[src/rtl/fp_fmt_pkg.sv]
/*
 * number formats for the int-to-float converter
 * integer input width, single-precision fields and their width types
 */
`default_nettype none

package fp_fmt_pkg;

    // signed integer input
    localparam int INT_W = 32;

    // single-precision fields
    localparam int EXP_W    = 8;
    localparam int MAN_W    = 23;
    localparam int EXP_BIAS = 127;

    // leading-zero count covers positions 0..INT_W-1
    localparam int LZC_W = 5;

    // integer word, also used for the absolute value
    typedef logic [INT_W-1:0]         int_word_t;
    // sign, biased exponent and stored mantissa packed together
    typedef logic [1+EXP_W+MAN_W-1:0] fp32_t;
    typedef logic [EXP_W-1:0]         exp_t;
    typedef logic [MAN_W-1:0]         man_t;
    typedef logic [LZC_W-1:0]         lzc_t;

endpackage

`default_nettype wire

[src/rtl/i2f_pipe_pkg.sv]
/*
 * pipeline types for the int-to-float converter
 * holds the record passed from the magnitude stage to the normalize stage
 */
`default_nettype none

package i2f_pipe_pkg;

    import fp_fmt_pkg::*;

    // stage-one result
    typedef struct packed {
        // sign of the input integer
        logic      sign;
        // input was zero, mag and lzc carry no meaning then
        logic      zero;
        // absolute value, 2^31 for the most negative input
        int_word_t mag;
        // leading zeros above the top set bit of mag
        lzc_t      lzc;
    } mag_stage_t;

endpackage

`default_nettype wire

[src/rtl/find_first_one.sv]
/*
 * leading-one tree
 * index of the lowest set bit of in_i, plus a flag for an all-zero input
 */
`timescale 1ns/1ps
`default_nettype none

module find_first_one #(
    parameter int WIDTH = 32
) (
    input  wire logic [WIDTH-1:0]         in_i,
    output logic      [$clog2(WIDTH)-1:0] first_one_o,
    output logic                          no_ones_o
);

    // depth of the tree, also the index width
    localparam int LEVELS = $clog2(WIDTH);

    // node n has children 2n+1 and 2n+2, leaves start at 2**(LEVELS-1)-1
    logic [2**LEVELS-2:0]             node_hit;
    logic [2**LEVELS-2:0][LEVELS-1:0] node_idx;

    for (genvar lvl = 0; lvl < LEVELS; lvl++) begin : g_level
        if (lvl == LEVELS-1) begin : g_leaf
            // leaves look at two neighbouring input bits
            for (genvar k = 0; k < 2**lvl; k++) begin : g_pair
                if (2*k+1 < WIDTH) begin : g_both
                    assign node_hit[2**lvl-1+k] = in_i[2*k] | in_i[2*k+1];
                    // lower bit wins
                    assign node_idx[2**lvl-1+k] = in_i[2*k] ? LEVELS'(2*k) : LEVELS'(2*k+1);
                end else if (2*k < WIDTH) begin : g_single
                    // odd width, last leaf has one bit
                    assign node_hit[2**lvl-1+k] = in_i[2*k];
                    assign node_idx[2**lvl-1+k] = LEVELS'(2*k);
                end else begin : g_none
                    // padding beyond the input
                    assign node_hit[2**lvl-1+k] = 1'b0;
                    assign node_idx[2**lvl-1+k] = '0;
                end
            end
        end else begin : g_inner
            // inner nodes merge two subtrees
            for (genvar k = 0; k < 2**lvl; k++) begin : g_node
                localparam int N  = 2**lvl-1+k;
                localparam int LO = 2**(lvl+1)-1+2*k;
                assign node_hit[N] = node_hit[LO] | node_hit[LO+1];
                // lower half has priority if it holds a one
                assign node_idx[N] = node_hit[LO] ? node_idx[LO] : node_idx[LO+1];
            end
        end
    end

    // root of the tree
    assign first_one_o = node_idx[0];
    assign no_ones_o   = ~node_hit[0];

endmodule

`default_nettype wire

[src/rtl/i2f_ctrl.sv]
/*
 * handshake control for the two-stage int-to-float pipeline
 * tracks stage occupancy and drives the stage load enables
 */
`timescale 1ns/1ps
`default_nettype none

module i2f_ctrl (
    input  wire logic clk_i,
    input  wire logic arst_n_i,
    input  wire logic in_valid_i,
    output logic      in_ready_o,
    input  wire logic out_ready_i,
    output logic      out_valid_o,
    output logic      s1_en_o,
    output logic      s2_en_o
);

    // occupancy of stage register and output register
    logic s1_valid_q;
    logic out_valid_q;
    // output register can take a new item this cycle
    logic s2_adv;

    assign s2_adv = ~out_valid_q | out_ready_i;

    // stage one takes input when empty or when it hands off to stage two
    assign in_ready_o = ~s1_valid_q | s2_adv;
    assign s1_en_o    = in_valid_i & in_ready_o;
    assign s2_en_o    = s1_valid_q & s2_adv;

    assign out_valid_o = out_valid_q;

    always_ff @(posedge clk_i or negedge arst_n_i) begin
        if (!arst_n_i) begin
            s1_valid_q  <= 1'b0;
            out_valid_q <= 1'b0;
        end else begin
            // a new item refills stage one even while the old one moves on
            if (s1_en_o) begin
                s1_valid_q <= 1'b1;
            end else if (s2_en_o) begin
                s1_valid_q <= 1'b0;
            end
            // output stays full until taken, unless refilled in the same cycle
            if (s2_en_o) begin
                out_valid_q <= 1'b1;
            end else if (out_ready_i) begin
                out_valid_q <= 1'b0;
            end
        end
    end

    // a pending result is never withdrawn
    a_out_valid_hold: assert property (@(posedge clk_i) disable iff (!arst_n_i)
        out_valid_o && !out_ready_i |=> out_valid_o);

    // stage two only takes an item loaded last cycle or held over and not yet moved on
    a_s2_en_occupied: assert property (@(posedge clk_i) disable iff (!arst_n_i)
        s2_en_o |-> $past(s1_en_o) || ($past(s1_valid_q) && !$past(s2_en_o)));

endmodule

`default_nettype wire

[src/rtl/i2f_magnitude.sv]
/*
 * stage one of the int-to-float pipeline
 * sign, absolute value and leading-zero count, registered on s1_en_i
 */
`timescale 1ns/1ps
`default_nettype none

module i2f_magnitude
    import fp_fmt_pkg::*;
    import i2f_pipe_pkg::*;
(
    input  wire logic       clk_i,
    input  wire logic       arst_n_i,
    input  wire logic       s1_en_i,
    input  wire int_word_t  in_data_i,
    output mag_stage_t      stage_o
);

    int_word_t  mag;
    // magnitude with bit order flipped, msb at position 0
    int_word_t  mag_rev;
    lzc_t       lzc;
    logic       no_ones;
    mag_stage_t stage_d;
    mag_stage_t stage_q;

    // two's complement negate, -2^31 wraps to 2^31 as unsigned
    assign mag = in_data_i[INT_W-1] ? -in_data_i : in_data_i;

    always_comb begin
        for (int i = 0; i < INT_W; i++) begin
            mag_rev[i] = mag[INT_W-1-i];
        end
    end

    // lowest one of the reversed word is the leading one of mag
    find_first_one #(
        .WIDTH (INT_W)
    ) i_find_first_one (
        .in_i        (mag_rev),
        .first_one_o (lzc),
        .no_ones_o   (no_ones)
    );

    assign stage_d.sign = in_data_i[INT_W-1];
    assign stage_d.zero = no_ones;
    assign stage_d.mag  = mag;
    assign stage_d.lzc  = lzc;

    always_ff @(posedge clk_i or negedge arst_n_i) begin
        if (!arst_n_i) begin
            stage_q <= '0;
        end else if (s1_en_i) begin
            stage_q <= stage_d;
        end
    end

    assign stage_o = stage_q;

endmodule

`default_nettype wire

[src/rtl/i2f_normalize.sv]
/*
 * stage two of the int-to-float pipeline
 * normalizes, rounds to nearest-even and packs the single-precision word
 */
`timescale 1ns/1ps
`default_nettype none

module i2f_normalize
    import fp_fmt_pkg::*;
    import i2f_pipe_pkg::*;
(
    input  wire logic       clk_i,
    input  wire logic       arst_n_i,
    input  wire logic       s2_en_i,
    input  wire mag_stage_t stage_i,
    output fp32_t           out_data_o
);

    // magnitude with the leading one moved to the msb
    int_word_t      norm;
    man_t           man_trunc;
    // rounding bits below the kept mantissa
    logic           guard;
    logic           sticky;
    logic           round_up;
    // one extra bit catches the carry out of rounding
    logic [MAN_W:0] man_rnd;
    logic           man_carry;
    exp_t           exp_d;
    fp32_t          out_d;
    fp32_t          out_q;

    assign norm = stage_i.mag << stage_i.lzc;

    // hidden bit at INT_W-1 is dropped, next MAN_W bits are kept
    assign man_trunc = norm[INT_W-2 -: MAN_W];
    assign guard     = norm[INT_W-2-MAN_W];
    assign sticky    = |norm[INT_W-3-MAN_W:0];

    // nearest-even: above half rounds up, exact half only when lsb is odd
    assign round_up = guard & (sticky | man_trunc[0]);
    assign man_rnd  = {1'b0, man_trunc} + (MAN_W+1)'(round_up);

    // mantissa overflow leaves zeros below and bumps the exponent
    assign man_carry = man_rnd[MAN_W];

    // leading one at bit INT_W-1-lzc
    assign exp_d = exp_t'(EXP_BIAS + INT_W - 1) - exp_t'(stage_i.lzc)
                 + exp_t'(man_carry);

    always_comb begin
        if (stage_i.zero) begin
            // integer zero maps to +0
            out_d = '0;
        end else begin
            out_d = {stage_i.sign, exp_d, man_rnd[MAN_W-1:0]};
        end
    end

    always_ff @(posedge clk_i or negedge arst_n_i) begin
        if (!arst_n_i) begin
            out_q <= '0;
        end else if (s2_en_i) begin
            out_q <= out_d;
        end
    end

    assign out_data_o = out_q;

    // largest magnitude is 2^31, so the registered exponent stays in range
    a_exp_range: assert property (@(posedge clk_i) disable iff (!arst_n_i)
        s2_en_i && !stage_i.zero |=>
            out_data_o[MAN_W +: EXP_W] <= exp_t'(EXP_BIAS + INT_W - 1));

endmodule

`default_nettype wire

[src/rtl/i2f_top.sv]
/*
 * streaming int32 to single-precision converter
 * two pipeline stages behind valid/ready on both sides
 */
`timescale 1ns/1ps
`default_nettype none

module i2f_top
    import fp_fmt_pkg::*;
    import i2f_pipe_pkg::*;
(
    input  wire logic      clk_i,
    input  wire logic      arst_n_i,
    input  wire logic      in_valid_i,
    input  wire int_word_t in_data_i,
    output logic           in_ready_o,
    output logic           out_valid_o,
    output fp32_t          out_data_o,
    input  wire logic      out_ready_i
);

    // stage load enables
    logic       s1_en;
    logic       s2_en;
    // record between the stages
    mag_stage_t stage;

    i2f_ctrl i_i2f_ctrl (
        .clk_i       (clk_i),
        .arst_n_i    (arst_n_i),
        .in_valid_i  (in_valid_i),
        .in_ready_o  (in_ready_o),
        .out_ready_i (out_ready_i),
        .out_valid_o (out_valid_o),
        .s1_en_o     (s1_en),
        .s2_en_o     (s2_en)
    );

    i2f_magnitude i_i2f_magnitude (
        .clk_i     (clk_i),
        .arst_n_i  (arst_n_i),
        .s1_en_i   (s1_en),
        .in_data_i (in_data_i),
        .stage_o   (stage)
    );

    i2f_normalize i_i2f_normalize (
        .clk_i      (clk_i),
        .arst_n_i   (arst_n_i),
        .s2_en_i    (s2_en),
        .stage_i    (stage),
        .out_data_o (out_data_o)
    );

endmodule

`default_nettype wire

[config.mk]
export PLATFORM = sky130hd
export DESIGN_NAME = i2f_top
export DESIGN_NICKNAME = d
export VERILOG_FILES = /design/src/rtl/fp_fmt_pkg.sv /design/src/rtl/i2f_pipe_pkg.sv /design/src/rtl/find_first_one.sv /design/src/rtl/i2f_ctrl.sv /design/src/rtl/i2f_magnitude.sv /design/src/rtl/i2f_normalize.sv /design/src/rtl/i2f_top.sv
export SDC_FILE = /design/constraint.sdc
export NUM_CORES = 1
export LEC_CHECK = 0
export BUFFER_PORTS_ARGS = -buffer_cell sky130_fd_sc_hd__buf_2
export CAP_MARGIN = 20
export CELL_PAD_IN_SITES_DETAIL_PLACEMENT = 0
export CELL_PAD_IN_SITES_GLOBAL_PLACEMENT = 1
export CORE_MARGIN = 3
export CORE_UTILIZATION = 52
export CTS_BUF_LIST = sky130_fd_sc_hd__clkbuf_4
export CTS_CLUSTER_DIAMETER = 200
export CTS_CLUSTER_SIZE = 12
export DETAILED_ROUTE_END_ITERATION = 8
export HOLD_SLACK_MARGIN = 0.06
export PLACE_DENSITY = 0.95
export SLEW_MARGIN = 20
export SYNTH_ARGS = -nofsm -noshare
export SYNTH_HDL_FRONTEND = slang
export SYNTH_HIERARCHICAL = 1
export SYNTH_SLANG_ARGS = --single-unit
[constraint.sdc]
create_clock -name clk_i -period 7 [get_ports clk_i]
set_clock_uncertainty 0.2 [all_clocks]
set_input_delay 0.7 -clock clk_i [delete_from_list [all_inputs] [get_ports clk_i]]
set_output_delay 0.7 -clock clk_i [all_outputs]
set_load 0.005 [all_outputs]
* Word-level counts from Yosys, hierarchy flattened
Index checks and enable logic that the tools add are counted.
** Operators by class
- $add $sub $neg :: 4
- Shifts and indexed selects :: 1
- Multiplexer cells :: 37
- Bitwise logic cells :: 40
- Reduce and logical (&&, ||, !) cells :: 3
** Operators by type and width (number)
- $mux W5 :: 15
- $mux W32 :: 2
- $or A1 B1 Y1 :: 34
- $neg A32 Y32 :: 1
- $shl A32 B5 Y31 :: 1
- $add A23 B1 Y24 :: 1
- $mux W1 :: 20
- $add A8 B1 Y8 :: 1
- $sub A8 B5 Y8 const A :: 1
- $reduce_or A7 Y1 :: 1
- $reduce_bool A2 Y1 :: 2
- $and A1 B1 Y1 :: 3
- $not A1 Y1 :: 3
** Storage, ports and cells
- Flip-flop bits (word level) :: 73
- Input port bits :: 36
- Output and inout port bits :: 34
- Logic and storage cells :: 92

* Logic depth before layout (Yosys ltp)
- Depth after elaboration :: 8
- Gate-level depth with buffers :: 14
- Gate-level depth less buffers :: 11

* Modules after synthesis
The synthesis kept the hierarchy.
** Modules (own cells, without submodules)
- i2f_normalize :: instances 1, cells each 353, area an instance 3624.7 µm², sequential area each 800.8 µm²
- i2f_magnitude :: instances 1, cells each 318, area an instance 2805.2 µm², sequential area each 975.9 µm²
- find_first_one :: instances 1, cells each 57, area an instance 347.8 µm², sequential area each 0.0 µm²
- i2f_ctrl :: instances 1, cells each 8, area an instance 103.8 µm², sequential area each 50.0 µm²

* Worst setup path after synthesis
No wires, ideal clock.
- Path type :: input port to flip-flop
- Start :: input in_data_i[1]
- End :: register i_i2f_magnitude.stage_q, in the netlist i_i2f_magnitude/stage_o[0]
- Setup time :: 0.125 ns
- Arrival :: 3.323 ns
- Required time :: 6.675 ns
- Setup slack :: 3.353 ns
- Stages on the path :: 12
- Path buffers :: 1
- Cells stage by stage :: inv_1 > ha_1 > nor4b_1 > nand4_1 > clkbuf_1 > o21ai_0 > xnor2_1 > or4_1 > nand2b_1 > nor2_2 > a311oi_2 > mux2_2
** On the way
- Cells in the longest elaborated chain, start to end :: 7
- Elaborated cells between the ends (all ways) :: 59
- Classes of those cells :: add/sub (1); mux (32); bitwise (26)
** RTL lines
- start, declared :: RTL line i2f_top.sv:15 : input wire int_word_t in_data_i,
- $neg A32 Y32 (*) :: RTL line i2f_magnitude.sv:28 : assign mag = in_data_i[INT_W-1] ? -in_data_i : in_data_i;
- $mux W32 (*) :: RTL line i2f_magnitude.sv:28
- named net i_i2f_magnitude.mag[18] :: RTL line i2f_magnitude.sv:19 : int_word_t mag;
- $or A1 B1 Y1 (*) :: RTL line find_first_one.sv:28 : assign node_hit[2**lvl-1+k] = in_i[2*k] | in_i[2*k+1];
- $mux W5 or $or A1 B1 Y1 (tied branches) (3 in series) :: RTL line find_first_one.sv:48, find_first_one.sv:46
- $mux W5 (*) :: RTL line find_first_one.sv:48 : assign node_idx[N] = node_hit[LO] ? node_idx[LO] : node_idx[LO+1];
- named net i_i2f_magnitude.lzc[0] :: RTL line i2f_magnitude.sv:22 : lzc_t lzc;
- end signal, assigned :: RTL line i2f_magnitude.sv:54 : stage_q <= stage_d;
- end, declared :: RTL line i2f_magnitude.sv:25 : mag_stage_t stage_q;
The timed path passes the listed nets; every way through them passes the cells marked *.
A chain may end at the register's enable or synchronous reset.

* Worst setup path in the final report
- Start :: register i_i2f_magnitude.stage_q, in the netlist i_i2f_magnitude/stage_o[2]
- End :: register i_i2f_normalize.out_q[27], in the netlist i_i2f_normalize/out_data_o[27]
** On the way
- Cells in the longest elaborated chain, start to end :: 7
- Elaborated cells between the ends (all ways) :: 8
- Classes of those cells :: add/sub (3); shift (1); mux (1); bitwise (2); reduce/logical (1)
** RTL lines
- $shl A32 B5 Y31 :: RTL line i2f_normalize.sv:33 : assign norm = stage_i.mag << stage_i.lzc;
- $reduce_or A7 Y1 :: RTL line i2f_normalize.sv:38 : assign sticky = |norm[INT_W-3-MAN_W:0];
- $or A1 B1 Y1 :: RTL line i2f_normalize.sv:41 : assign round_up = guard & (sticky | man_trunc[0]);
- $and A1 B1 Y1 :: RTL line i2f_normalize.sv:41
- $add A23 B1 Y24 :: RTL line i2f_normalize.sv:42 : assign man_rnd = {1'b0, man_trunc} + (MAN_W+1)'(round_up);
- $add A8 B1 Y8 (*) :: RTL line i2f_normalize.sv:49 : + exp_t'(man_carry);
- $mux W32 (*) :: RTL line i2f_normalize.sv:52 : if (stage_i.zero) begin
- end signal, assigned :: RTL line i2f_normalize.sv:64 : out_q <= out_d;
- end, declared :: RTL line i2f_normalize.sv:31 : fp32_t out_q;
Every way passes the cells marked *; elsewhere a longest branch is shown, timed or not.

==> metrics.txt <==
core area 12,720 um2; fmax a little under 200 MHz; Leak 2.915 nW; dpl cell area 7183 um2; Req. time, crit path a little over 7 ns; CTS Buf Count 9; setup tns final 0 ns; endpoints failing hold 0; Ant. Diodes 0; slowest CP cell clkinv_1; hold_buf cts 0; die area 14,560 um2; First DRT Iteration DRCs roughly 640; die height between 100 and 150 um; largest net degree at the start of global routing 79; PwrDens 256.0 nW/um2; routed len/inst 19.85 um; clock tree buffer depth 2; R2R setup slack 1.93 ns; Routability Congestion between 0.9 and 1; GRT Util Overall 0.2577; cell area after layout 7321 um2; Post-Synthesis Cells 733; run status finished, final reports clean; Avg Cell Area, Syn just over 9 um2; Pre-antenna DRT Iters 5; DRC viols 0; Worst-Skew Late Latency about 0.47 ns; H-tree levels 3; Worst Setup Slack post-DPL 2.053 ns; clock sinks a little over 70; fin nets 804; Yosys Warn Count 6; Top Ports 70; maximum vdd drop 0.1025 mV; share of cells above drive strength 1 0.2289; final worst-path setup slack 1.927 ns; TritonCTS clock tree done; CP Max Fanout 23; Least-Margin Pin Slew 0.9247 ns; startpoint types register; HPWL Detailed roughly 14 mm; Arr. time, crit path 5.22 ns; setup bufs post-CTS 0; starting density of the core 0.5374; register area roughly 1800 um2; Fillers 1,176; gr ovfl total 0; critical path type register to register; Worst-path clk slew 0.14 ns; delay-heaviest family, CP simple AND/OR/NAND/NOR gates; Max-Slew Margin vs Limit 0.3797; vias per cell 6.604; Post-Route WL 18.68 mm; Power, Total between 1.5 and 2 mW; Rows 41; Worst Path Buf+Inv 1; initial antenna violation count 0; Max Cap Viol 0; Routed Antenna Nets 0; Final Slew Violations 0; most frequent CP cell nand3_1; Max stage delay on crit path 0.97 ns; Hold WC Path Type input port to asynchronous set/reset pin; first-pass GRT wire length 30.10 mm; min cycle time layout 5.073 ns; vias in the first global route between 5,000 and 6,000; crit-path cells clkinv_1 > mux2i_2 > or4_4 > a2111oi_4 > nand3_1 > nor4_1 > nand2_1 > ha_1 > nand3_1 > xnor2_1 > a22o_1; Setup violations, final 0; Layout area overhead 7.083%; multi-input logic area ~4700 um2; Worst Hold Slack 0.2437 ns; RSZ-0062 raised after global routing no; DIE WIDTH 120.7 um; Port-buffer cells a little under 70; Netlist Area Pre-Place 6837 um2; post_cts resized 0; detailed-route via count 6,214; final clock period utilization by the worst path 0.7247; Post-Syn Nets 773; Worst setup EP type register; root buf cell clkbuf_4
worst register-to-register path: cells and delay by family (launching register included):
kind | cells | cell delay, ns
AO/OA/AOI/OAI | 2 | 0.69
XOR/XNOR | 1 | 0.07
adder cells (fa/ha/maj) | 1 | 0.24
buffers and inverters | 1 | 0.97
flip-flops | 1 | 0.85
multiplexers | 1 | 0.44
AND/OR/NAND/NOR | 5 | 1.48
where the power goes:
part	switching, mW	internal (mW)	total [mW]
Clock	0.161	0.109	0.269
Combinational	0.508	0.463	0.971
Sequential	0.117	0.517	0.634
Total	0.785	1.09	1.87
routing by layer:
metal  wire (um)  up-vias  global-route usage  share of wire
li1            -     2898                   -              -
met1        8076     3025              0.3523           0.43
met2        8773      250              0.4083           0.47
met3        1123       41             0.03087          0.060
met4         703        0              0.1232          0.038
met5           0        -                   0              0
per-stage QoR:
| step | cells | util |
|---|---|---|
| after global placement | 925 | 0.5646 |
| after detailed placement | 925 | 0.5646 |
| after floorplan | 733 | - |
| final | 941 | 0.5754 |
| after global routing | 941 | 0.5754 |
| after CTS | 941 | 0.5754 |
area by class of cell:
class / count / area share
multi-input cells: 576 / 0.6368
flip-flops and latches: 72 / 0.2463
inverters: 30 / 0.01538
repair buffers: 75 / 0.05332
clock inverters: 7 / 0.009571
clock buffers: 9 / 0.009229
well taps: 172 / 0.02940
path summary, 6_finish.rpt:
kind | from | to | cells after the start
max in group asynchronous | arst_n_i | i_i2f_magnitude/stage_o[0]$_DFFE_PN0P_ | 2
worst max register to register | i_i2f_magnitude/stage_o[2]$_DFFE_PN0P_ | i_i2f_normalize/out_data_o[27]$_DFFE_PN0P_ | 11
worst min register to register | i_i2f_normalize/out_data_o[11]$_DFFE_PN0P_ | i_i2f_normalize/out_data_o[11]$_DFFE_PN0P_ | 1
worst max-delay path | i_i2f_magnitude/stage_o[2]$_DFFE_PN0P_ | i_i2f_normalize/out_data_o[27]$_DFFE_PN0P_ | 11
min in group clk_i | in_valid_i | i_i2f_ctrl/s1_valid_q$_DFFE_PN0P_ | 2
worst min-delay path | arst_n_i | i_i2f_normalize/out_data_o[0]$_DFFE_PN0P_ | 2
cells in the final DEF, fill, tap and decap left out, types with 4 or more instances in the layout:
master,instances
o31ai_1,19
xnor2_1,38
buf_2,69
a221oi_1,4
or4_1,23
a31oi_1,16
o311ai_0,8
or2_2,5
or4_4,4
nor4_2,6
nor3b_1,4
or3_1,14
o2111ai_1,7
a22oi_1,4
nand2b_1,11
mux4_2,27
o21ai_0,23
mux2i_1,21
o41ai_1,4
clkbuf_4,9
a22o_1,21
inv_1,28
dfrtp_1,71
nand4_1,5
xor2_1,12
nor4_1,10
a21oi_1,17
mux4_1,8
nand3_1,33
o2bb2ai_1,8
nor2b_1,18
buf_4,6
and3_1,7
nor3_1,19
mux2_2,28
nand2_1,42
nor2_1,50
ha_1,4
registers in the layout, indices dropped and copies added, names as in the netlist:
name	cells
i_i2f_ctrl/out_valid_o	1
i_i2f_ctrl/s1_valid_q	1
i_i2f_magnitude/stage_o	38
i_i2f_normalize/out_data_o	32
No activity file was read; power rests on OpenSTA's default activity.
